==> config.mk <==
export PLATFORM = sky130hd
export DESIGN_NAME = mm_bus_arbiter
export DESIGN_NICKNAME = d
export VERILOG_FILES = /design/src/mm_pkg.sv /design/src/mm_bus_arbiter.sv
export SDC_FILE = /design/constraint.sdc
export NUM_CORES = 1
export LEC_CHECK = 0
export BUFFER_PORTS_ARGS = -buffer_cell sky130_fd_sc_hd__buf_4
export CORE_AREA = 2 2 74 76
export CTS_CLUSTER_SIZE = 28
export DETAILED_ROUTE_END_ITERATION = 12
export DIE_AREA = 0 0 76 78
export GPL_ROUTABILITY_DRIVEN = 1
export GPL_TIMING_DRIVEN = 0
export MAX_ROUTING_LAYER = met4
export SLEW_MARGIN = 40
export SYNTH_ARGS = -nofsm -noshare
export SYNTH_HDL_FRONTEND = slang
export SYNTH_SLANG_ARGS = --single-unit
==> constraint.sdc <==
create_clock -name clk -period 1.1 [get_ports clk]
set_input_delay 0.165 -clock clk [delete_from_list [all_inputs] [get_ports clk]]
set_output_delay 0.165 -clock clk [all_outputs]
set_load 0.05 [all_outputs]
==> src/mm_pkg.sv <==
/*
  Shared types and constants for the chip bus system.
  CPU addresses are word addresses (byte bits 23..1), chip-bus addresses are 20 bits.
  Struct field order is fixed; testbench and RTL pack requests the same way.
*/
`default_nettype none

package mm_pkg;

	// ------------------------------
	// widths that carry a meaning
	// ------------------------------
	typedef logic [15:0] word_t;       // data word
	typedef logic [22:0] cpu_addr_t;   // cpu word address, byte bits 23..1
	typedef logic [19:0] chip_addr_t;  // chip bus word address
	typedef logic [63:0] rtc_t;        // 16 nibbles of clock value

	localparam int LED_CNT_W = 6;      // led dimmer counter
	typedef logic [LED_CNT_W-1:0] led_cnt_t;

	// ------------------------------
	// address map
	// ------------------------------
	localparam logic [7:0] RTC_BASE = 8'hDC;  // top byte of rtc area

	// first word above chip area, i.e. byte bits 23..21 zero below it
	localparam cpu_addr_t CHIP_TOP = 23'h10_0000;

	typedef enum logic [1:0] {
		REGION_NONE,
		REGION_CHIP,
		REGION_RTC
	} region_t;

	// ------------------------------
	// bus requests and commands
	// ------------------------------
	typedef struct packed {
		logic      valid;  // level, held until ack
		logic      rd;
		logic      hwr;    // upper byte write
		logic      lwr;    // lower byte write
		cpu_addr_t addr;
		word_t     wdata;
	} cpu_req_t;

	typedef struct packed {
		logic       valid;  // one-cycle strobe
		logic       wr;     // always both bytes
		chip_addr_t addr;
		word_t      wdata;
	} dma_req_t;

	// command from arbiter to all peers
	typedef struct packed {
		logic       rd;
		logic       hwr;
		logic       lwr;
		chip_addr_t addr;
		word_t      wdata;
	} bus_cmd_t;

	// ------------------------------
	// reset sequencer states
	// ------------------------------
	typedef enum logic [1:0] {
		RST_HOLD,   // external reset active
		RST_COUNT,  // counting frame pulses
		RST_RUN     // system released
	} rst_state_t;

endpackage

`default_nettype wire

==> src/mm_bus_arbiter.sv <==
/*
  Chip bus arbiter, DMA always first and never stalled.
  CPU request is a held level, acknowledged one cycle after its grant.
  Unmapped CPU accesses are acknowledged, reads give zero, writes are lost.
  Peers must drive zero rdata unless they served a read the cycle before.
*/
`default_nettype none

module mm_bus_arbiter import mm_pkg::*; #(
	parameter int CHIP_AW = 10
) (
	input  wire logic     clk,
	input  wire logic     rst_n,
	input  wire cpu_req_t cpu_req,
	input  wire dma_req_t dma_req,
	output bus_cmd_t      cmd,
	output logic          sel_chip,
	output logic          sel_rtc,
	input  wire word_t    chip_rdata,
	input  wire word_t    rtc_rdata,
	output logic          cpu_ack,
	output logic          dbr,
	output word_t         cpu_rdata,
	output word_t         dma_rdata
);

	// mirror mask for chip ram
	localparam chip_addr_t CHIP_MASK = chip_addr_t'((1 << CHIP_AW) - 1);

	region_t cpu_region;
	logic    cpu_go;      // cpu owns the bus this cycle
	logic    grant_q;     // cpu granted last cycle, ack now
	logic    dma_rd_q;    // dma read issued last cycle
	word_t   rdata_or;

	// ------------------------------
	// address decode
	// ------------------------------
	always_comb begin
		if (cpu_req.addr < CHIP_TOP)
			cpu_region = REGION_CHIP;
		else if (cpu_req.addr[22:15] == RTC_BASE)  // byte bits 23..16
			cpu_region = REGION_RTC;
		else
			cpu_region = REGION_NONE;
	end

	// ------------------------------
	// ownership, dma first
	// ------------------------------
	assign dbr    = dma_req.valid;  // data bus request while dma holds the bus
	assign cpu_go = cpu_req.valid && !dma_req.valid && !grant_q;  // no regrant during ack

	always_comb begin
		cmd      = '0;
		sel_chip = 1'b0;
		sel_rtc  = 1'b0;
		if (dma_req.valid) begin
			cmd.rd    = !dma_req.wr;
			cmd.hwr   = dma_req.wr;  // dma writes whole words
			cmd.lwr   = dma_req.wr;
			cmd.addr  = dma_req.addr & CHIP_MASK;
			cmd.wdata = dma_req.wdata;
			sel_chip  = 1'b1;        // dma only ever sees chip ram
		end else if (cpu_go) begin
			cmd.rd    = cpu_req.rd;
			cmd.hwr   = cpu_req.hwr;
			cmd.lwr   = cpu_req.lwr;
			cmd.wdata = cpu_req.wdata;
			cmd.addr  = cpu_req.addr[19:0] & CHIP_MASK;  // mirrored, rtc bits 4..1 kept
			sel_chip = (cpu_region == REGION_CHIP);
			sel_rtc  = (cpu_region == REGION_RTC);
			// REGION_NONE selects nobody, write dropped, read gives zero
		end
	end

	// ------------------------------
	// owner registers
	// ------------------------------
	always_ff @(posedge clk) begin
		if (!rst_n) begin
			grant_q  <= 1'b0;
			dma_rd_q <= 1'b0;
		end else begin
			grant_q  <= cpu_go;
			dma_rd_q <= dma_req.valid && !dma_req.wr;
		end
	end

	// ------------------------------
	// read data return
	// ------------------------------
	assign rdata_or  = chip_rdata | rtc_rdata;  // idle peers drive zero
	assign cpu_ack   = grant_q;                 // one cycle after grant
	assign cpu_rdata = grant_q ? rdata_or : '0;
	assign dma_rdata = dma_rd_q ? rdata_or : '0;

endmodule

`default_nettype wire

Yosys cells after proc, flatten, opt, wreduce, memory -nomap -nowiden:

Index checks and enable logic that the tools add are counted.
Widths: inputs -> output; s select.

* register bits: 2
* bits of input ports: 115
* output and inout bits: 75
* word-level logic and storage cells: 23

* $lt $le $gt $ge: 1
* equality and inequality tests: 3
* multiplexer cells: 10
* bitwise operators: 1
* reductions and logical operators: 6

Operators by type and width (count)
* $mux 39: 2
* $mux 16: 2
* $lt 23x21->1 const B: 1
* $or 16x16->16: 1
* $eq 8x8->1 const B: 1
* $mux 1: 4
* $mux 2: 2
* $logic_and 1x1->1: 3
* $logic_not 1->1: 3
* $eq 2x1->1 const B: 1
* $eq 2x2->1 const B: 1

Logic depth before layout (Yosys ltp):

* depth after elaboration: 6
* mapped depth: 3
* depth with buffers taken out: 2

Worst setup path before layout:

OpenSTA, ideal clock, no wires.

* path kind: register to output
* start: register grant_q, in the netlist cpu_ack
* end: output port cpu_rdata[10]
* arrival: 1734 ps
* required time: 935 ps
* setup slack: -799 ps
* cell stages (with the launch flop): 4
* path buffers: 1
* path through: dfxtp_1 inv_2 clkbuf_1 nor2_1

* cells in the longest elaborated chain, start to end: 1

Ends and longest elaborated chain
* start: declaration: RTL line mm_bus_arbiter.sv:32 `logic grant_q;`
* start signal: assignment: RTL line mm_bus_arbiter.sv:85 `grant_q <= cpu_go;`
* $mux 16: RTL line mm_bus_arbiter.sv:95 `assign cpu_rdata = grant_q ? rdata_or : '0;`
* end: declaration: RTL line mm_bus_arbiter.sv:23 `output word_t cpu_rdata,`

Every way passes these cells.

==> flow_summary.yaml <==
outcome:
  status: "complete, but fails checks"
  violations: "negative setup slack"
timing:
  setup_viol_count_final: 62
  clock.fmax_mhz: 662.6
  rsz0062_at_grt: "yes"
  layout_min_cycle_time_ns: 1.509
  setup_tns_ns: -17.78
  finClkSkew_ns: 0
  timing.slew.headroom: 0.6567
  min_period_over_period: 1.372
  maxSlewViolCount: 0
  worstMarginPinSlew_ns: 0.5150
  worst_slack_ns: -0.4091
  hold_viol_final: 0
min_path:
  min_delay_path_depth: 2
  hold_class: "input pin to register"
synthesis:
  ys_types: 18
  ys_top_cells_by_count: "nor2_1, a22o_1, nor2b_1"
  synthArstFlopShare: 0
  ys_ff_latch: 2
  ys_top_cells_by_area: "a22o_1, nor2_1, nor2b_1"
  synth_top_area_frac: 0.3476
  syn_inst: 109
  syn_area_um2: 730.7
  synth_top_cell_by_area: "a22o_1"
  yosysWarningCount: 0
  ys_seq_area_frac: 0.05479
  syn_avg_cell_area_um2: 6.704
  synth_ff_type: "dfxtp_1"
  synth_enable_flop_cells: 0
  synth_most_common_cell: "nor2_1"
detailed_routing:
  ant_nets: 0
  wl_per_cell_um: 14.11
  drc_errors: 0
  via_per_inst: 4.098
  dr.pass1.iters: 3
  top_layer_used: "met4"
  wl_met3_um: 565
  met1_length_um: 1557
  num_vias: 1504
  drt-total-wl_um: 5178
  drt_iter0_drc: 15
  route.met2.wl_um: 3021
die:
  initial_core_util: 0.1449
  die_area_mm2: 0.005928
  num_rows: 26
  die_w_um: 76
  die_height_um: 78
  fp.coreArea_mm2: 0.005042
  io_pins: 190
power:
  leakagePower_nw: 1.474
  max-vdd-ir-drop_v: 0.0004158
  total_power_w: 0.001997
  p_per_area_mw_per_mm2: 672.7
layout:
  design_area_mm2: 0.002968
  area_delta_synth_final_pct: 306.2
  fill_cells: 447
  fin_cells: 367
  nNetsFinal: 413
  final_core_util: 0.5886
  multi_input_area_um2: 908.4
  antenna_cells: 0
  seq_area_um2: 47.55
  drive_gt1_frac: 0.8822
cts:
  cts-hold-fix-buffers: 0
  clock_latency_ns: 0.22
  cts_tree: "yes"
  cts.sinks: 2
  cts_root_buf: "clkbuf_8"
  cts_htree_levels: 1
  clk_pin_slew_ns: 0.03
  cts_buffers: 3
  clock_path_buffers: 2
global_route:
  grt_usage: 0.1681
  grt_max_degree: 11
  grt_pass1_wl_um: 7817
  grt_pass1_vias: 1663
  overflow: 0
  antenna_found_initial: 0
placement:
  dpl_cell_area_mm2: 0.002367
  dp.cells: 352
  portBuffers: 164
  gp_congestion: 0.7544
  place_hpwl_um: 3992
critical_path:
  arrival_ns: 1.34
  crit_required_ns: 0.94
  cp_max_fo: 10
  r2r_cells: 4
  end_kind: "primary output"
  critPathLaunchType: "register"
  critPathKind: "register to primary output"
flow_run:
  cap_violations: 0
## power by group
group / internal [W] / total, W / switching (W)
Sequential: 0.0000735 / 0.0000785 / 0.00000506
Combinational: 0.000739 / 0.00159 / 0.000855
Clock: 0.000247 / 0.000324 / 0.0000768
Total: 0.00106 / 0.00200 / 0.000936
## cells by family after synthesis
group	synth area share
simple gates	0.3836
other cells	0.005132
flops	0.05480
compound gates	0.3596
buf+inv	0.1969
## sequential cells by signal, indices dropped and copies added (netlist names)
register	count
cpu_ack	1
dma_rd_q	1
## through the flow
stage          setup WS, ns  hold WS [ns]
3_5_place_dp        -0.2460        0.3828
5_1_grt             -0.4718        0.1739
2_1_floorplan       -0.1902        0.2859
6_report            -0.4091        0.1681
4_1_cts             -0.4052        0.1553
3_3_place_gp        -0.2517        0.3780
## final cells by class
cell class	instances	area share
inverters	2	0.005059
clock buffers	4	0.01518
flip-flops and latches	2	0.01602
repair buffers	175	0.5687
well taps	70	0.02951
plain buffers	19	0.05944
multi-input cells	95	0.3061
## critical path: stages (launching register included)
cell	delay (ns)
dfxtp_4	0.34
nor3b_4	0.19
buf_6	0.15
buf_8	0.13
a22o_2	0.15
buf_8	0.15
## what timing repair did
| action | CTS | global route |
|---|---|---|
| setup buffers | 6 | 2 |
| endpoints found under the setup margin | 63 | 63 |
| resized for setup | 96 | 23 |
| gates cloned | 3 | 0 |
| pin swaps | 1 | 2 |
## per-layer routing
metal | track usage | vias up
met4 | 0.03273 | 0
met2 | 0.3357 | 96
met3 | 0.06977 | 4
met1 | 0.1482 | 663
li1 | - | 741
met5 | - | -
## worst paths after layout
| path | startpoint | to | slack [ns] |
|---|---|---|---|
| worst max register to register | cpu_ack$_SDFF_PN0_ | cpu_ack$_SDFF_PN0_ | 0.08 |
| worst min-delay path | rst_n | cpu_ack$_SDFF_PN0_ | 0.17 |
| worst max-delay path | cpu_ack$_SDFF_PN0_ | cmd[1] | -0.41 |
| worst min register to register | cpu_ack$_SDFF_PN0_ | cpu_ack$_SDFF_PN0_ | 0.85 |
## placed cells by master (no fill, tap or decap), drive strengths merged, types with 2 or more instances in the layout
cell / instances
clkbuf: 8
dfxtp: 2
buf: 190
and3: 2
a22o: 29
inv: 2
nor2b: 16
conb: 10
nor2: 32
(Power assumes the default switching activity.)
