### src/mm_pkg.sv
/*
  Shared types and constants for the chip bus system.
  CPU addresses are word addresses (byte bits 23..1), chip-bus addresses are 20 bits.
  Struct field order is fixed; testbench and RTL pack requests the same way.
*/
`default_nettype none

package mm_pkg;

	// ------------------------------
	// widths that carry a meaning
	// ------------------------------
	typedef logic [15:0] word_t;       // data word
	typedef logic [22:0] cpu_addr_t;   // cpu word address, byte bits 23..1
	typedef logic [19:0] chip_addr_t;  // chip bus word address
	typedef logic [63:0] rtc_t;        // 16 nibbles of clock value

	localparam int LED_CNT_W = 6;      // led dimmer counter
	typedef logic [LED_CNT_W-1:0] led_cnt_t;

	// ------------------------------
	// address map
	// ------------------------------
	localparam logic [7:0] RTC_BASE = 8'hDC;  // top byte of rtc area

	// first word above chip area, i.e. byte bits 23..21 zero below it
	localparam cpu_addr_t CHIP_TOP = 23'h10_0000;

	typedef enum logic [1:0] {
		REGION_NONE,
		REGION_CHIP,
		REGION_RTC
	} region_t;

	// ------------------------------
	// bus requests and commands
	// ------------------------------
	typedef struct packed {
		logic      valid;  // level, held until ack
		logic      rd;
		logic      hwr;    // upper byte write
		logic      lwr;    // lower byte write
		cpu_addr_t addr;
		word_t     wdata;
	} cpu_req_t;

	typedef struct packed {
		logic       valid;  // one-cycle strobe
		logic       wr;     // always both bytes
		chip_addr_t addr;
		word_t      wdata;
	} dma_req_t;

	// command from arbiter to all peers
	typedef struct packed {
		logic       rd;
		logic       hwr;
		logic       lwr;
		chip_addr_t addr;
		word_t      wdata;
	} bus_cmd_t;

	// ------------------------------
	// reset sequencer states
	// ------------------------------
	typedef enum logic [1:0] {
		RST_HOLD,   // external reset active
		RST_COUNT,  // counting frame pulses
		RST_RUN     // system released
	} rst_state_t;

endpackage

`default_nettype wire

### src/mm_syscontrol.sv
/*
  System reset sequencer and PAL/NTSC latch.
  After rst_ext falls, reset holds for RST_FRAMES sof pulses (RST_FRAMES >= 1).
  A sof in the cycle leaving RST_HOLD is not counted.
  The video-mode latch only follows ntsc_cfg while rst_out is high.
*/
`default_nettype none

module mm_syscontrol import mm_pkg::*; #(
	parameter int       RST_FRAMES = 4,
	parameter bit       NTSC       = 1'b0
) (
	input  wire logic clk,
	input  wire logic rst_n,
	input  wire logic rst_ext,
	input  wire logic sof,
	input  wire logic cpu_reset_in,  // active low
	input  wire logic ntsc_cfg,
	output logic      sys_reset,
	output logic      rst_out,
	output logic      ntsc
);

	localparam int CNT_W = $clog2(RST_FRAMES + 1);
	localparam logic [CNT_W-1:0] LAST_FRAME = CNT_W'(RST_FRAMES - 1);

	rst_state_t       state;
	logic [CNT_W-1:0] frame_cnt;  // sof pulses seen in RST_COUNT

	// ------------------------------
	// reset sequencer
	// ------------------------------
	always_ff @(posedge clk) begin
		if (!rst_n) begin
			state     <= RST_HOLD;
			frame_cnt <= '0;
		end else if (rst_ext) begin
			state     <= RST_HOLD;  // external reset wins in any state
			frame_cnt <= '0;
		end else begin
			case (state)
				RST_HOLD: begin
					state     <= RST_COUNT;
					frame_cnt <= '0;
				end
				RST_COUNT: begin
					if (sof) begin
						if (frame_cnt == LAST_FRAME)
							state <= RST_RUN;  // last frame seen
						else
							frame_cnt <= frame_cnt + 1'b1;
					end
				end
				RST_RUN: ;  // stays until rst_ext or rst_n
				default: state <= RST_HOLD;
			endcase
		end
	end

	assign sys_reset = (state != RST_RUN);
	assign rst_out   = sys_reset || !cpu_reset_in;  // cpu side can hold reset too

	// ------------------------------
	// video mode latch
	// ------------------------------
	always_ff @(posedge clk) begin
		if (!rst_n)
			ntsc <= NTSC;
		else if (rst_out)
			ntsc <= ntsc_cfg;  // mode change only takes effect through reset
	end

endmodule

`default_nettype wire

### config.mk
export PLATFORM = sky130hd
export DESIGN_NAME = mm_syscontrol
export DESIGN_NICKNAME = d
export VERILOG_FILES = /design/src/mm_pkg.sv /design/src/mm_syscontrol.sv
export SDC_FILE = /design/constraint.sdc
export NUM_CORES = 1
export LEC_CHECK = 0
export BUFFER_PORTS_ARGS = -buffer_cell sky130_fd_sc_hd__buf_2
export CAP_MARGIN = 10
export CORE_AREA = 10 10 47 49
export CTS_CLUSTER_DIAMETER = 40
export DETAILED_ROUTE_END_ITERATION = 8
export DIE_AREA = 0 0 57 59
export SYNTH_ARGS = -nofsm -noshare
export SYNTH_HDL_FRONTEND = slang
export SYNTH_SLANG_ARGS = --single-unit
### constraint.sdc
create_clock -name clk -period 1.77 [get_ports clk]
set_input_delay 0.0885 -clock clk [delete_from_list [all_inputs] [get_ports clk]]
set_output_delay 0.0885 -clock clk [all_outputs]
set_load 0.005 [all_outputs]
-- Word-level counts from Yosys, hierarchy flattened
Cells that the tools add are included.
- register bits: 6
- input bits: 6
- output and inout port bits: 3
- word-level logic and storage cells: 26
- add/sub/neg operators: 1
- equal/unequal tests: 7
- multiplexer cells: 6
- bitwise operators: 2
- reductions and logical operators: 7
- operators by type and width (cell ; number):
    inequality test 2 bit, second input constant ; 4
    two-way mux 3 bit ; 2
    one-hot mux 2 bit (3 select lines) ; 1
    one-hot mux 3 bit (2 select lines) ; 1
    AND reduction 3 bit ; 2
    two-way mux 2 bit ; 2
    adder 3 x 1 -> 3 bit, second input constant ; 1
    == test 3 x 2 -> 1 bit, second input constant ; 1
    == test 2 x 1 -> 1 bit, second input constant ; 1
    == test 2 bit, second input constant ; 1
    logical NOT 2 bit ; 1
    inverter 1 bit ; 2
    nonzero test 2 bit ; 1
    OR reduction 2 bit ; 1
    logical NOT 1 bit ; 1
    logical OR 1 bit ; 1

-- Longest topological paths before layout
- depth after elaboration: 4
- mapped depth: 5
- depth with buffers taken out: 5

-- Worst setup path after synthesis
Ideal clock, no wire load.
- path kind: reg2reg
- from: register frame_cnt[0]
- to: register frame_cnt[0]
- library setup time: 0.074 ns
- data arrival time: 1.153 ns
- data required time: 1.696 ns
- setup slack: 0.543 ns
- cell stages (with the launch flop): 6
- buffers on the path: 0
- clock period less this slack: 1.227 ns
- path through: dfxtp_1 > ha_1 > ha_1 > and4bb_1 > nand2b_1 > a31oi_1
- cells in the longest elaborated chain, start to end: 4
- elaborated cells between the ends (all ways): 7
- those cells by class: 1 x add/sub; 2 x eq/ne; 3 x mux; 1 x reduce/logical
- RTL lines (item ; line ; source):
    start, declared ; mm_syscontrol.sv:28 ; logic [CNT_W-1:0] frame_cnt;
    start signal, assigned ; mm_syscontrol.sv:51 ; frame_cnt <= frame_cnt + 1'b1;
    adder 3 x 1 -> 3 bit ; mm_syscontrol.sv:51 ;
    two-way mux 3 bit ; mm_syscontrol.sv:48 ; if (frame_cnt == LAST_FRAME)
    two-way mux 3 bit ; mm_syscontrol.sv:47 ; if (sof) begin
    one-hot mux 3 bit (2 select lines) ; mm_syscontrol.sv:41 ; case (state)
Several ways; a longest one is shown, not always the timed one. The select of a mux whose other input is x is not followed.
A chain may end at the register's enable or synchronous reset.

-- Worst setup path after layout
- from: register frame_cnt[0]
- to: register frame_cnt[1]
The elaborated chain is that of the path after synthesis.

==> results.py <==
metrics = {
    "worst_setup_path": {
        "worstSetupPathType": "register to register",
        "cp-end-kind": "register",
        "critPathTopFamily": "adder cells",
        "cp_num_buf_inv": 0,
        "cp_common_cell": "ha_1",
        "cp_slowest_cell": "dfxtp_1",
        "ff2ff_path_depth": 5,
        "start_kind": "register",
        "slowest_delay_ns": 0.32,
        "r2r_setup_slack_ns": 0.44,
        "critical_path_required_ns": 1.89,
        "cp_num_cells": 5,
        "cp_cell_sequence": "ha_1 > ha_1 > nand2b_1 > a31oi_1 > a21oi_1",
        "critPathMaxFanout": 4,
        "arrival_ns": 1.45,
    },
    "timing": {
        "fmax_mhz": 753.0,
        "report.final.setup_viol": 0,
        "grt_setup_unrepaired": "no",
        "relSlewSlack": 0.8224,
        "timing.final.max_slew_violations": 0,
        "period_minus_slack_ns": 1.328,
        "fin_worst_skew_ns": 0.0003532,
        "timing.final.ws_setup_ns": 0.4420,
        "worst_slew_pin_slew_ns": 0.2660,
        "final-hold-violation-count": 0,
        "fin_crit_sh": 0.7503,
        "setup_tns_ns": 0,
    },
    "drt": {
        "via_per_inst": 4.603,
        "vias": 267,
        "first_pass_iters": 3,
        "final_antenna_net_count": 0,
        "drcViolationCount": 0,
        "drtIter0Drc": 4,
        "wl_microns": 660,
        "wl_per_cell_microns": 11.38,
    },
    "synthesis": {
        "yosys_warnings": 0,
        "synthesis.nets": 39,
        "yosys.cell_count.top_type": "dfxtp_1",
        "synth_common_cells": "dfxtp_1 (6), nand2b_1 (5), a31oi_1 (3), nand2_1 (3)",
        "synth_area_leaders": "dfxtp_1 (41%), nand2b_1 (11%), ha_1 (8.6%), a31oi_1 (6.5%), and4bb_1 (4.3%)",
        "synth-edff-count": 0,
        "synth_top_area_frac": 0.4138,
        "avgSynthCellArea_sq_um": 9.364,
        "netlist_area_sq_um": 290.3,
        "yosysTopAreaCell": "dfxtp_1",
        "synth_ff_type": "dfxtp_1",
        "syn_inst": 31,
        "yosysSeqAreaShare": 0.4138,
        "yosysUniqueCellTypes": 15,
        "async_flop_share": 0,
        "ys_ff_latch": 6,
    },
    "status": {
        "status": "finished clean",
    },
    "layout": {
        "n_antenna_cell": 0,
        "nets": 52,
        "final_layout_size_suffix_gt1_frac": 0.2619,
        "area_growth_pct": 28.45,
        "utilization": 0.2661,
        "final_cells": 58,
        "design_area_sq_um": 372.9,
    },
    "place": {
        "port_buffers": 8,
        "placedCellCount": 55,
        "dp_hpwl_microns": 511.9,
        "pre_cts_ws_ns": 0.4346,
        "place_area_sq_um": 350.3,
        "gp_congestion": 0.7091,
    },
    "grt": {
        "grt_pass1_vias": 289,
        "use_met2": 0.05271,
        "grt_use_met1": 0.05189,
        "use_met3": 0.02575,
        "gr-usage-all-layers": 0.04267,
        "antenna_found_initial": 0,
        "grt_max_degree": 9,
        "top_usage_layer": "met2",
        "grt_pass1_wl_mm": 1.131,
        "grt-ovfl-total": 0,
    },
    "clock_tree": {
        "root_buffer": "clkbuf_4",
        "cts_tree": "done",
        "ctsResizeCount": 0,
        "h-tree-depth": 1,
        "clkTransAtPathRegs_ns": 0.04,
        "cts_hold_buf": 0,
        "clk_latency_ns": 0.24,
        "cts_sinks": 6,
        "clock_path_buffers": 2,
        "numCtsBuffers": 3,
        "postCtsSetupRepairBufs": 0,
    },
    "power_and_ir_drop": {
        "intPower_w": 0.0002241,
        "power.share.clock": 0.441,
        "cellPowerDensity_mw_per_mm2": 761.7,
        "ir_drop_uv": 318.8,
        "power_frac_comb": 0.059,
        "leakagePower_nw": 0.1463,
        "power_switching_share": 0.2109,
        "switchingPower_w": 0.00005989,
        "power_frac_seq": 0.500,
    },
    "die": {
        "die_w_microns": 57,
        "dieArea_sq_mm": 0.003363,
        "rows": 14,
        "core-area_sq_mm": 0.001401,
        "initial_utilization": 0.2071,
        "ios": 9,
        "die-height_microns": 59,
    },
    "worst_hold_path": {
        "hold_class": "input pin to register",
        "worstHoldPathCells": 2,
    },
    "run": {
        "timing.max_cap.violations": 0,
    },
}
==> power by group through the flow <==
stage,Sequential (W),Combinational (W),Clock [W]
after floorplan,0.000143,0.00000761,0
final,0.000142,0.0000167,0.000125
after detailed placement,0.000144,0.0000171,0
after global placement,0.000144,0.0000165,0
after global routing,0.000142,0.0000196,0.000134
after CTS,0.000142,0.0000170,0.000130
==> registers in the layout (all words and copies together) (netlist names) <==
name,cells
frame_cnt,3
state,2
ntsc,1
==> layout by cell type, fill, tap and decap left out <==
master / n
a21oi_1: 2
a311oi_1: 1
a31oi_1: 3
and2_1: 1
and4bb_1: 1
buf_2: 8
clkbuf_4: 3
dfxtp_1: 6
ha_1: 2
inv_1: 1
mux2i_1: 1
nand2_1: 3
nand2b_1: 5
nand3_1: 2
nand3b_1: 1
nand4b_1: 1
nor2b_1: 1
==> per-stage QoR <==
stage | hold slack, ns | total power, W
6_report | 0.06867 | 0.0002840
5_1_grt | 0.09715 | 0.0002956
4_1_cts | 0.06697 | 0.0002889
3_5_place_dp | 0.3323 | 0.0001615
3_3_place_gp | 0.3156 | 0.0001606
2_1_floorplan | 0.2129 | 0.0001511
==> layer usage <==
layer / part of all wire / vias up
met1: 0.55 / 112
met3: 0.082 / 0
li1: - / 144
met5: 0 / -
met2: 0.37 / 11
met4: 0 / 0
==> cell type report <==
class                      instances  area [sq um]
tap                               16         20.02
timing repair buffer               8         40.04
multi-input combinational         24         166.4
clock buffer                       3         22.52
fill                             162          1028
sequential                         6         120.1
inverter                           1         3.754
==> kinds of logic after synthesis <==
kind of cell,after synthesis,synth area share
flops,6,0.4138
fa+ha+maj,2,0.08619
compound gates,6,0.1293
mux,1,0.03448
buf+inv,1,0.01292
simple gates,15,0.3233
==> worst paths after layout <==
check / start / end
hold reg to reg: frame_cnt[2] / frame_cnt[2]
setup / recovery: frame_cnt[0] / frame_cnt[1]
setup reg to reg: frame_cnt[0] / frame_cnt[1]
hold / removal: rst_n / ntsc
==> worst reg2reg max path, cell delays in order, from the launching register on <==
cell      delay, ns
dfxtp_1        0.32
ha_1           0.20
ha_1           0.22
nand2b_1       0.20
a31oi_1        0.19
a21oi_1        0.08
(Power assumes the default switching activity.)
