## config.mk

```make
export PLATFORM = sky130hd
export DESIGN_NAME = mm_rtc_port
export DESIGN_NICKNAME = d
export VERILOG_FILES = /design/src/mm_pkg.sv /design/src/mm_rtc_port.sv
export SDC_FILE = /design/constraint.sdc
export NUM_CORES = 1
export LEC_CHECK = 0
export BUFFER_PORTS_ARGS = -buffer_cell sky130_fd_sc_hd__clkbuf_2
export CORE_MARGIN = 5
export CORE_UTILIZATION = 31
export CTS_CLUSTER_DIAMETER = 50
export DETAILED_ROUTE_END_ITERATION = 10
export GPL_TIMING_DRIVEN = 0
export PLACE_DENSITY = 0.86
export SLEW_MARGIN = 10
export SYNTH_ARGS = -nofsm -noshare
export SYNTH_HDL_FRONTEND = slang
export SYNTH_SLANG_ARGS = --single-unit
```

## constraint.sdc

```tcl
create_clock -name clk -period 3.1 [get_ports clk]
set_input_delay 0 -clock clk [delete_from_list [all_inputs] [get_ports clk]]
set_output_delay 0 -clock clk [all_outputs]
set_load 0.005 [all_outputs]
```

## src/mm_pkg.sv

```systemverilog
/*
  Shared types and constants for the chip bus system.
  CPU addresses are word addresses (byte bits 23..1), chip-bus addresses are 20 bits.
  Struct field order is fixed; testbench and RTL pack requests the same way.
*/
`default_nettype none

package mm_pkg;

	// ------------------------------
	// widths that carry a meaning
	// ------------------------------
	typedef logic [15:0] word_t;       // data word
	typedef logic [22:0] cpu_addr_t;   // cpu word address, byte bits 23..1
	typedef logic [19:0] chip_addr_t;  // chip bus word address
	typedef logic [63:0] rtc_t;        // 16 nibbles of clock value

	localparam int LED_CNT_W = 6;      // led dimmer counter
	typedef logic [LED_CNT_W-1:0] led_cnt_t;

	// ------------------------------
	// address map
	// ------------------------------
	localparam logic [7:0] RTC_BASE = 8'hDC;  // top byte of rtc area

	// first word above chip area, i.e. byte bits 23..21 zero below it
	localparam cpu_addr_t CHIP_TOP = 23'h10_0000;

	typedef enum logic [1:0] {
		REGION_NONE,
		REGION_CHIP,
		REGION_RTC
	} region_t;

	// ------------------------------
	// bus requests and commands
	// ------------------------------
	typedef struct packed {
		logic      valid;  // level, held until ack
		logic      rd;
		logic      hwr;    // upper byte write
		logic      lwr;    // lower byte write
		cpu_addr_t addr;
		word_t     wdata;
	} cpu_req_t;

	typedef struct packed {
		logic       valid;  // one-cycle strobe
		logic       wr;     // always both bytes
		chip_addr_t addr;
		word_t      wdata;
	} dma_req_t;

	// command from arbiter to all peers
	typedef struct packed {
		logic       rd;
		logic       hwr;
		logic       lwr;
		chip_addr_t addr;
		word_t      wdata;
	} bus_cmd_t;

	// ------------------------------
	// reset sequencer states
	// ------------------------------
	typedef enum logic [1:0] {
		RST_HOLD,   // external reset active
		RST_COUNT,  // counting frame pulses
		RST_RUN     // system released
	} rst_state_t;

endpackage

`default_nettype wire

```

## src/mm_rtc_port.sv

```systemverilog
/*
  Read-only real-time-clock port.
  Word address bits 4..1 (byte bits 5..2) pick one nibble, zero-extended.
  Writes are ignored.
*/
`default_nettype none

module mm_rtc_port import mm_pkg::*; (
	input  wire logic     clk,
	input  wire logic     rst_n,
	input  wire logic     sel,
	input  wire bus_cmd_t cmd,
	input  wire rtc_t     rtc,
	output word_t         rdata
);

	logic [3:0] nib_idx;  // which of 16 nibbles
	logic [3:0] nibble;

	assign nib_idx = cmd.addr[4:1];
	assign nibble  = rtc[{nib_idx, 2'b00} +: 4];

	always_ff @(posedge clk) begin
		if (!rst_n)
			rdata <= '0;
		else if (sel && cmd.rd)
			rdata <= {12'h000, nibble};  // zero-extended
		else
			rdata <= '0;                 // idle, keeps the OR clean
	end

endmodule

`default_nettype wire

```

* After elaboration in Yosys (flattened, before gate mapping)
Index checks and enable logic that the tools add are counted.
Operators by class: $add $sub $neg 0, multiply operators 0, div/mod/pow operators 0, magnitude comparators 0, eq/ne operators 0, shifts and indexed selects 1, mux-type cells 0, bitwise gates (word level) 0, reduce and logical (&&, ||, !) cells 2
Operators by type and width (count):
- $shiftx 64x7->4 | 1
- $reduce_and 2->1 | 1
- $logic_and 1x1->1 | 1
Word-level totals: flip-flop bits (word level) 16, latch bits 0, memory bits (writable) 0, ROM bits 0, input port bits 106, output and inout port bits 16, logic and storage cells 5, memories kept 0

* Logic depth before layout (Yosys ltp)
Gate-level depths: netlist (run 1).
depth in word-level cells 2, mapped depth 5, gate-level depth less buffers 3

* Worst setup path before layout (run 1)
Ideal clock, no wire load.
kind input-to-reg, start point input port cmd[17] (netlist bit), end point register rdata[1], setup time 120 ps, arrival 1067 ps, setup slack 1913 ps, stages on the path 5, path buffers 2, cell sequence buf_6 buf_12 mux4_2 mux2_2 o2bb2ai_1
Between the ends: cells in the longest elaborated chain, start to end 1
RTL lines:
- start, declared | line mm_rtc_port.sv:12 | input wire bus_cmd_t cmd,
- $shiftx 64x7->4 | line mm_rtc_port.sv:21 | assign nibble = rtc[{nib_idx, 2'b00} +: 4];
- end signal, assigned | line mm_rtc_port.sv:27 | rdata <= {12'h000, nibble};
- end, declared | line mm_rtc_port.sv:14 | output word_t rdata
Every way passes these cells. A chain may end at the register's enable or synchronous reset.

* Worst setup path in the final report (run 1)
Ends and elaborated chain as after synthesis.

==> metrics, run 1 <==
status completed; min Tclk post-route 1.02 ns; die width 60.1 µm; routed len/inst approximately 14 µm; Crit path required time 3.21 ns; unrepaired setup endpoints after global routing no; Slew Limit Fails 0; core area 2430 µm²; Hold Crit Class in2reg; synth unique cells 17; Largest register FFs 4; Synth Instances 54; final wirelength roughly 2500 µm; VDD IR max 149 µV; Layout area overhead 59.3%; CP Max Fanout 10; number of global-route vias before repair 897; Area contributors post-synth mux4_1, mux4_2, buf_4, dfxtp_1, mux2i_1; IO Pins 122; largest family of logic cells by synthesized area multiplexers; top cell type's share of synthesized area 0.338; max frequency around 980 MHz; top flop regs rdata (4); total power ~250 µW; Post-CTS Hold Buffers 0; Cell Area, Synth 778 µm²; design area ~1200 µm²; most common cell after layout, fill and taps aside clkbuf_2; Initial Utilization 0.320; xor/xnor share of the synthesized area 0; final count of hold timing violations 0; # rows 18; leak pwr 0.686 nW; Placed Instance Area 1220 µm²; cell accounting for the most synthesized area mux4_1; pin count of the biggest net entering global routing 11; NumNets Final ~250; commonest cells after routing, fill and taps aside clkbuf_2, buf_4, conb_1, mux4_1, mux4_2; multiplexer share of the synthesized area 0.606; compound-cell area share of the yosys netlist 0.0482; Post-route DRC 0; simple-gate share of the synthesized area 0.0273; CTS tree done; grt ovf 0; critical path type in2reg; Max clock buf depth 2; Synth Register Bits 4; first-pass GRT wire length 3740 µm; Hold Path Stages 3; DP HPWL 2260 µm; fin crit share 0.328; clock root cell clkbuf_4; H-tree Lvls 1; RePlAce Congestion 0.743; Seq/Total Area, Yosys 0.103; Setup TNS 0 ns; Final ANT Viol Nets 0; Adder-Cell Fraction of Synth Area 0; number of setup buffers added after CTS 0; 1st-iter DRT viols 4; Avg Vias per Cell 4.64; via count 789; clock slew at reported path FFs 0.03 ns; Reg with most FFs rdata; Power Dens Cells 201 nW/µm²; antenna cells 0; CTS Buf Count 3; router iterations before antenna repair 3; max-cap viol count 0; Avg Cell Area, Syn 14.4 µm²; die height around 60 µm; share of layout cells above drive strength 1 0.729; CTS sink cnt 4; PortBufs 72; die area 3610 µm²; Post-CTS Resized 0; Worst Setup Start Kind primary input; final setup violation count 0; yosys warns 0; critical path data arrival time 1.13 ns; gr usage total 0.138; initial antenna violation count 0; CP Capture Type flop
-- layout make-up --
type | count | area [µm²]
clock buffer | 3 | 22.5
timing repair buffer | 72 | 360
buffer | 17 | 160
multi-input combinational | 43 | 576
sequential | 4 | 80.1
fill | 252 | 1190
inverter | 1 | 3.75
tap | 30 | 37.5
-- worst paths after layout --
path | start | endpoint | slack (ns)
setup / recovery | cmd[17] | rdata[1] | 2.08
hold / removal | cmd[19] | rdata[3] | 0.14
-- layer usage --
layer  wire, µm  track usage  up-vias
li1           -            -      382
met1        778        0.147      358
met2       1410        0.272       47
met3        261       0.0281        2
met4         12       0.0285        0
met5          0            0        -
-- worst max-delay path, cell delays in order --
cell and delay [ns]:
buf_6 0.11, buf_12 0.14, mux4_2 0.48, mux2_2 0.28
o2bb2ai_1 0.12
-- synthesized netlist by cell type, drive strengths merged --
library cell	number
clkbuf	2
mux2	3
o22ai	1
nor2	1
mux2i	4
dfxtp	4
conb	1
o2bb2ai	3
o21ai	1
and4b	1
inv	1
nand4	1
buf	15
mux4	16
-- through the flow --
step / std cells / utilization / worst slack (ns) / hold WS, ns
final: 170 / 0.510 / 2.08 / 0.142
after global routing: 170 / 0.510 / 2.05 / 0.172
after CTS: 170 / 0.510 / 2.08 / 0.145
after detailed placement: 167 / 0.501 / 1.84 / 0.377
after global placement: 167 / 0.501 / 1.85 / 0.374
after floorplan: 65 / - / 1.91 / 0.226
-- where the power goes --
part,switching (mW),internal [mW]
Combinational,0.0402,0.0888
Clock,0.0224,0.0434
Sequential,0.000522,0.0539
-- logic make-up (layout without fill, tap and decap cells) --
logic type      after synthesis  count (layout)
compound gates                5               5
buf+inv                      18              93
flops                         4               4
mux                          23              23
other cells                   1              12
simple gates                  3               3
Power figures use the tool's default switching activity.
==> inputs of run 2 (changes only) <==
- CORE_UTILIZATION: 31 -> 29
- PLACE_DENSITY: 0.86 -> 0.81
- clock period: 3.1 -> 1 ns (I/O delays scaled with it)
==> run 2 against run 1 <==
Net effect: die area up 5.7%; combinational power grew to 3.3 times the previous value; largest power group unchanged; global-route usage fell by 1.3 points; routed wire length fell by 0.33%; critical path depth stayed put; highest routed layer is now met3; total power increased to 3.2 times the previous value.
==> metrics, run 2 (same netlist as run 1, synthesis figures left out) <==
min Tclk post-route 0.958 ns; 1st-iter DRT viols 18; CP Capture Type flop; Hold Path Stages 3; CP most frequent cell buf_12; Post-CTS Hold Buffers 0; core area between 2000 and 3000 µm²; clock slew at reported path FFs 0.04 ns; most common cell after layout, fill and taps aside clkbuf_2; number of global-route vias before repair 860; Cell Int Power 598 µW; top flop regs rdata (4); switching portion of total power 0.244; DP HPWL 2230 µm; share of layout cells above drive strength 1 0.739; # rows 18; Worst Setup Start Kind primary input; RePlAce Congestion 0.663; VDD IR max 446 µV; Largest register FFs 4; Final Non-Filler Cells 172; critical path data arrival time 1.07 ns; pin count of the biggest net entering global routing 11; Worst Hold Endpoint rdata[3]; initial antenna violation count 0; antenna cells 0; die width 61.8 µm; first-pass GRT wire length 3530 µm; status completed; critical path type in2reg; Max clock buf depth 2; unrepaired setup endpoints after global routing no; routed len/inst 14.2 µm; grt ovf 0; Power Dens Cells 612 nW/µm²; total power 792 µW; Logic pwr share 0.540; gr usage total 0.125; Seq pwr share 0.213; max-cap viol count 0; NumNets Final 250; Reg with most FFs rdata; final setup violation count 0; design area 1290 µm²; Crit path required time 1.11 ns; post-placement cell count 167; leak pwr 0.717 nW; Avg Vias per Cell 4.67; Post-route DRC 0; die height 61.8 µm; Worst Hold Launch cmd[20]; CP Max Fanout 6; Initial Utilization 0.309; final wirelength 2450 µm; clock root cell clkbuf_4; Layout area overhead 66.4%; fin crit share 0.958; CP max-delay cell mux4_2; router iterations before antenna repair 6; max frequency 1040 MHz; CTS sink cnt 4; CTS tree done; Cell Chain, Critical Path buf_12, buf_12, mux4_2, mux2_4, o2bb2ai_1; via count 803; commonest cells after routing, fill and taps aside clkbuf_2, buf_4, conb_1, mux4_1, mux4_2; clock power share 0.247; Slew Limit Fails 0; PortBufs 72; Final ANT Viol Nets 0; IO Pins 122; die area 3820 µm²; Sw Pwr approximately 190 µW; CP max stage delay about 0.48 ns; H-tree Lvls 1; final count of hold timing violations 0; Placed Instance Area 1230 µm²; Hold Crit Class in2reg; CTS Buf Count 3
[run 2: cell types whose count changed in the layout (fill, tap and decap cells not counted)]
cell       change
o2bb2ai_2      +1
buf_4          +1
mux2_4         +2
o2bb2ai_1      -1
mux2_2         -2
clkbuf_16      +1
buf_12         +1
buf_6          -1
[run 2: metal layers]
layer / vias to the layer above / global-route usage / share of wire
met5: - / 0 / 0
met3: 0 / 0.0207 / 0.083
met2: 43 / 0.248 / 0.59
li1: 388 / - / -
met1: 372 / 0.135 / 0.33
met4: 0 / 0.0333 / 0
[run 2: timing repair]
action                     CTS  global route
setup endpoints to repair    0             2
gates resized for setup      0             2
buffers inserted             0             1
[run 2: power groups by stage]
| stage | Clock, mW | Sequential (mW) | Combinational, mW |
|---|---|---|---|
| 2_1_floorplan | 0 | 0.172 | 0.252 |
| 3_3_place_gp | 0 | 0.171 | 0.399 |
| 3_5_place_dp | 0 | 0.171 | 0.413 |
| 4_1_cts | 0.210 | 0.169 | 0.414 |
| 5_1_grt | 0.213 | 0.169 | 0.472 |
| 6_report | 0.195 | 0.169 | 0.428 |
[run 2: worst max-delay path by stage]
stage / start / to / slack [ns] / depth (start not counted)
after floorplan: cmd[17] / rdata[1] / -0.18 / 5
final: cmd[17] / rdata[1] / 0.04 / 5
after CTS: cmd[17] / rdata[1] / 0.02 / 5
after global placement: cmd[17] / rdata[1] / -0.24 / 5
after detailed placement: cmd[17] / rdata[1] / -0.24 / 5
after global routing: cmd[17] / rdata[3] / 0.003 / 5
[run 2: area by class of cell]
type                            count  area [µm²]
Tap cell                           30        37.5
Buffer                             17         169
Clock buffer                        3        22.5
Sequential cell                     4        80.1
Multi-Input combinational cell     43         589
Fill cell                         246        1230
Timing Repair Buffer               74         393
Inverter                            1        3.75
[run 2: critical path, delay by kind of cell]
kind	cells	cell delay [ns]
multiplexers	2	0.75
buffers and inverters	2	0.21
AO/OA/AOI/OAI	1	0.11
[run 2: stage by stage]
step	TNS [ns]	hold WS (ns)	setup WS [ns]	utilization
2_1_floorplan	-0.456	0.226	-0.176	-
3_3_place_gp	-0.661	0.371	-0.238	0.487
3_5_place_dp	-0.693	0.373	-0.237	0.487
4_1_cts	0	0.123	0.0175	0.496
5_1_grt	0	0.149	0.00296	0.513
6_report	0	0.129	0.0417	0.513
==> inputs of run 3 (changes only) <==
- BUFFER_PORTS_ARGS: -buffer_cell sky130_fd_sc_hd__clkbuf_2 -> unset
- CORE_UTILIZATION: 29 -> 55
- DONT_BUFFER_PORTS: unset -> 1
- PLACE_DENSITY: 0.81 -> 0.7
==> run 3 against run 2 <==
Net effect: critical path depth unchanged; utilization grew 18 points; critical endpoint is now rdata[3]; worst setup slack got worse by 0.0030 ns; largest power group unchanged; die area decreased by 41%; via count fell by 33%; count of clock-buffer cells in the layout is the same.
==> metrics, run 3 (same netlist as run 1, synthesis figures left out) <==
status completed; Initial Utilization 0.591; Cell Chain, Critical Path buf_12, buf_12, mux4_2, mux2_4, o2bb2ai_1; CTS tree done; commonest cells after routing, fill and taps aside buf_4, conb_1, mux4_1, mux4_2; final core occ 0.690; max-cap viol count 0; Largest register FFs 4; PortBufs 0; routed len/inst 23.3 µm; unrepaired setup endpoints after global routing no; design area between 900 and 1000 µm²; RePlAce Congestion 0.701; CP most frequent cell buf_12; fin crit share 0.961; CP Capture Type flop; Post-CTS Hold Buffers 0; final setup violation count 0; Max clock buf depth 2; die area 2270 µm²; PnR worst setup slack 0.0387 ns; VDD IR max 301 µV; Avg Vias per Cell 6.33; final wirelength between 1500 and 2000 µm; critical path type in2reg; leak pwr 0.414 nW; Power Dens Cells 733 nW/µm²; core area 1320 µm²; Hold Crit Class in2reg; Fillers 103; H-tree Lvls 1; CP max-delay cell mux4_2; dpl ws -0.236 ns; gr usage total 0.153; pin count of the biggest net entering global routing 11; clock root cell clkbuf_4; Layout area overhead 16.9%; first-pass GRT wire length 2290 µm; CP Max Fanout 6; total power 667 µW; die height roughly 48 µm; Post-route DRC 0; CTS Buf Count 3; Worst Hold Launch cmd[20]; 1st-iter DRT viols 1; top flop regs rdata (4); antenna cells 0; most common cell after layout, fill and taps aside buf_4; grt ovf 0; share of layout cells above drive strength 1 0.457; final count of hold timing violations 0; initial antenna violation count 0; die width about 48 µm; max frequency between 1000 and 1500 MHz; CTS sink cnt 4; number of global-route vias before repair 530; Worst Setup Start Kind primary input; critical path data arrival time 1.08 ns; min Tclk post-route 0.961 ns; # rows 13; via count approximately 540; IO Pins 122; Crit path required time 1.12 ns; NumNets Final 178; Reg with most FFs rdata; Final ANT Viol Nets 0; CP startpoint cmd[17]; router iterations before antenna repair 2; clock slew at reported path FFs 0.04 ns; Placed Instance Area between 800 and 900 µm²; CP max stage delay 0.49 ns; Slew Limit Fails 0
-- run 3: cell type report --
class | instances | area [µm²] | share of cell area
timing repair buffer | 2 | 32.5 | 0.0358
buffer | 17 | 169 | 0.186
sequential | 4 | 80.1 | 0.0880
tap | 15 | 18.8 | 0.0206
clock buffer | 3 | 22.5 | 0.0248
multi-input combinational | 43 | 583 | 0.641
inverter | 1 | 3.75 | 0.00413
-- run 3: repair_timing --
item	in CTS	in global routing
gates resized for setup	0	1
endpoints found under the setup margin	0	2
buffers inserted	0	1
-- run 3: critical path: cells and delay by family --
| kind | cells | cell delay [ns] |
|---|---|---|
| multiplexers | 2 | 0.76 |
| AO/OA/AOI/OAI | 1 | 0.11 |
| buffers and inverters | 2 | 0.21 |
-- run 3: where the power goes --
group          internal, mW  switching, mW
combinational         0.201         0.0916
sequential            0.167        0.00308
clock                 0.134         0.0696
total                 0.503          0.164
-- run 3: through the flow --
stage | std cells | hold slack (ns) | setup TNS [ns]
finish | 85 | 0.0231 | 0
global route | 85 | 0.0376 | 0
CTS | 83 | 0.0143 | 0
detailed placement | 80 | 0.266 | -0.650
global placement | 80 | 0.265 | -0.618
floorplan | 65 | 0.226 | -0.456
-- run 3: final timing paths --
path / to / depth (start not counted)
max: rdata[3] / 5
min: rdata[3] / 2
-- run 3: layer usage --
metal  up-vias  track usage  routed length (µm)
li1        242            -                   -
met1       237        0.151                 586
met2        57        0.289                1060
met3         2       0.0376                 320
met4         0       0.0806                  21
met5         -            0                   0
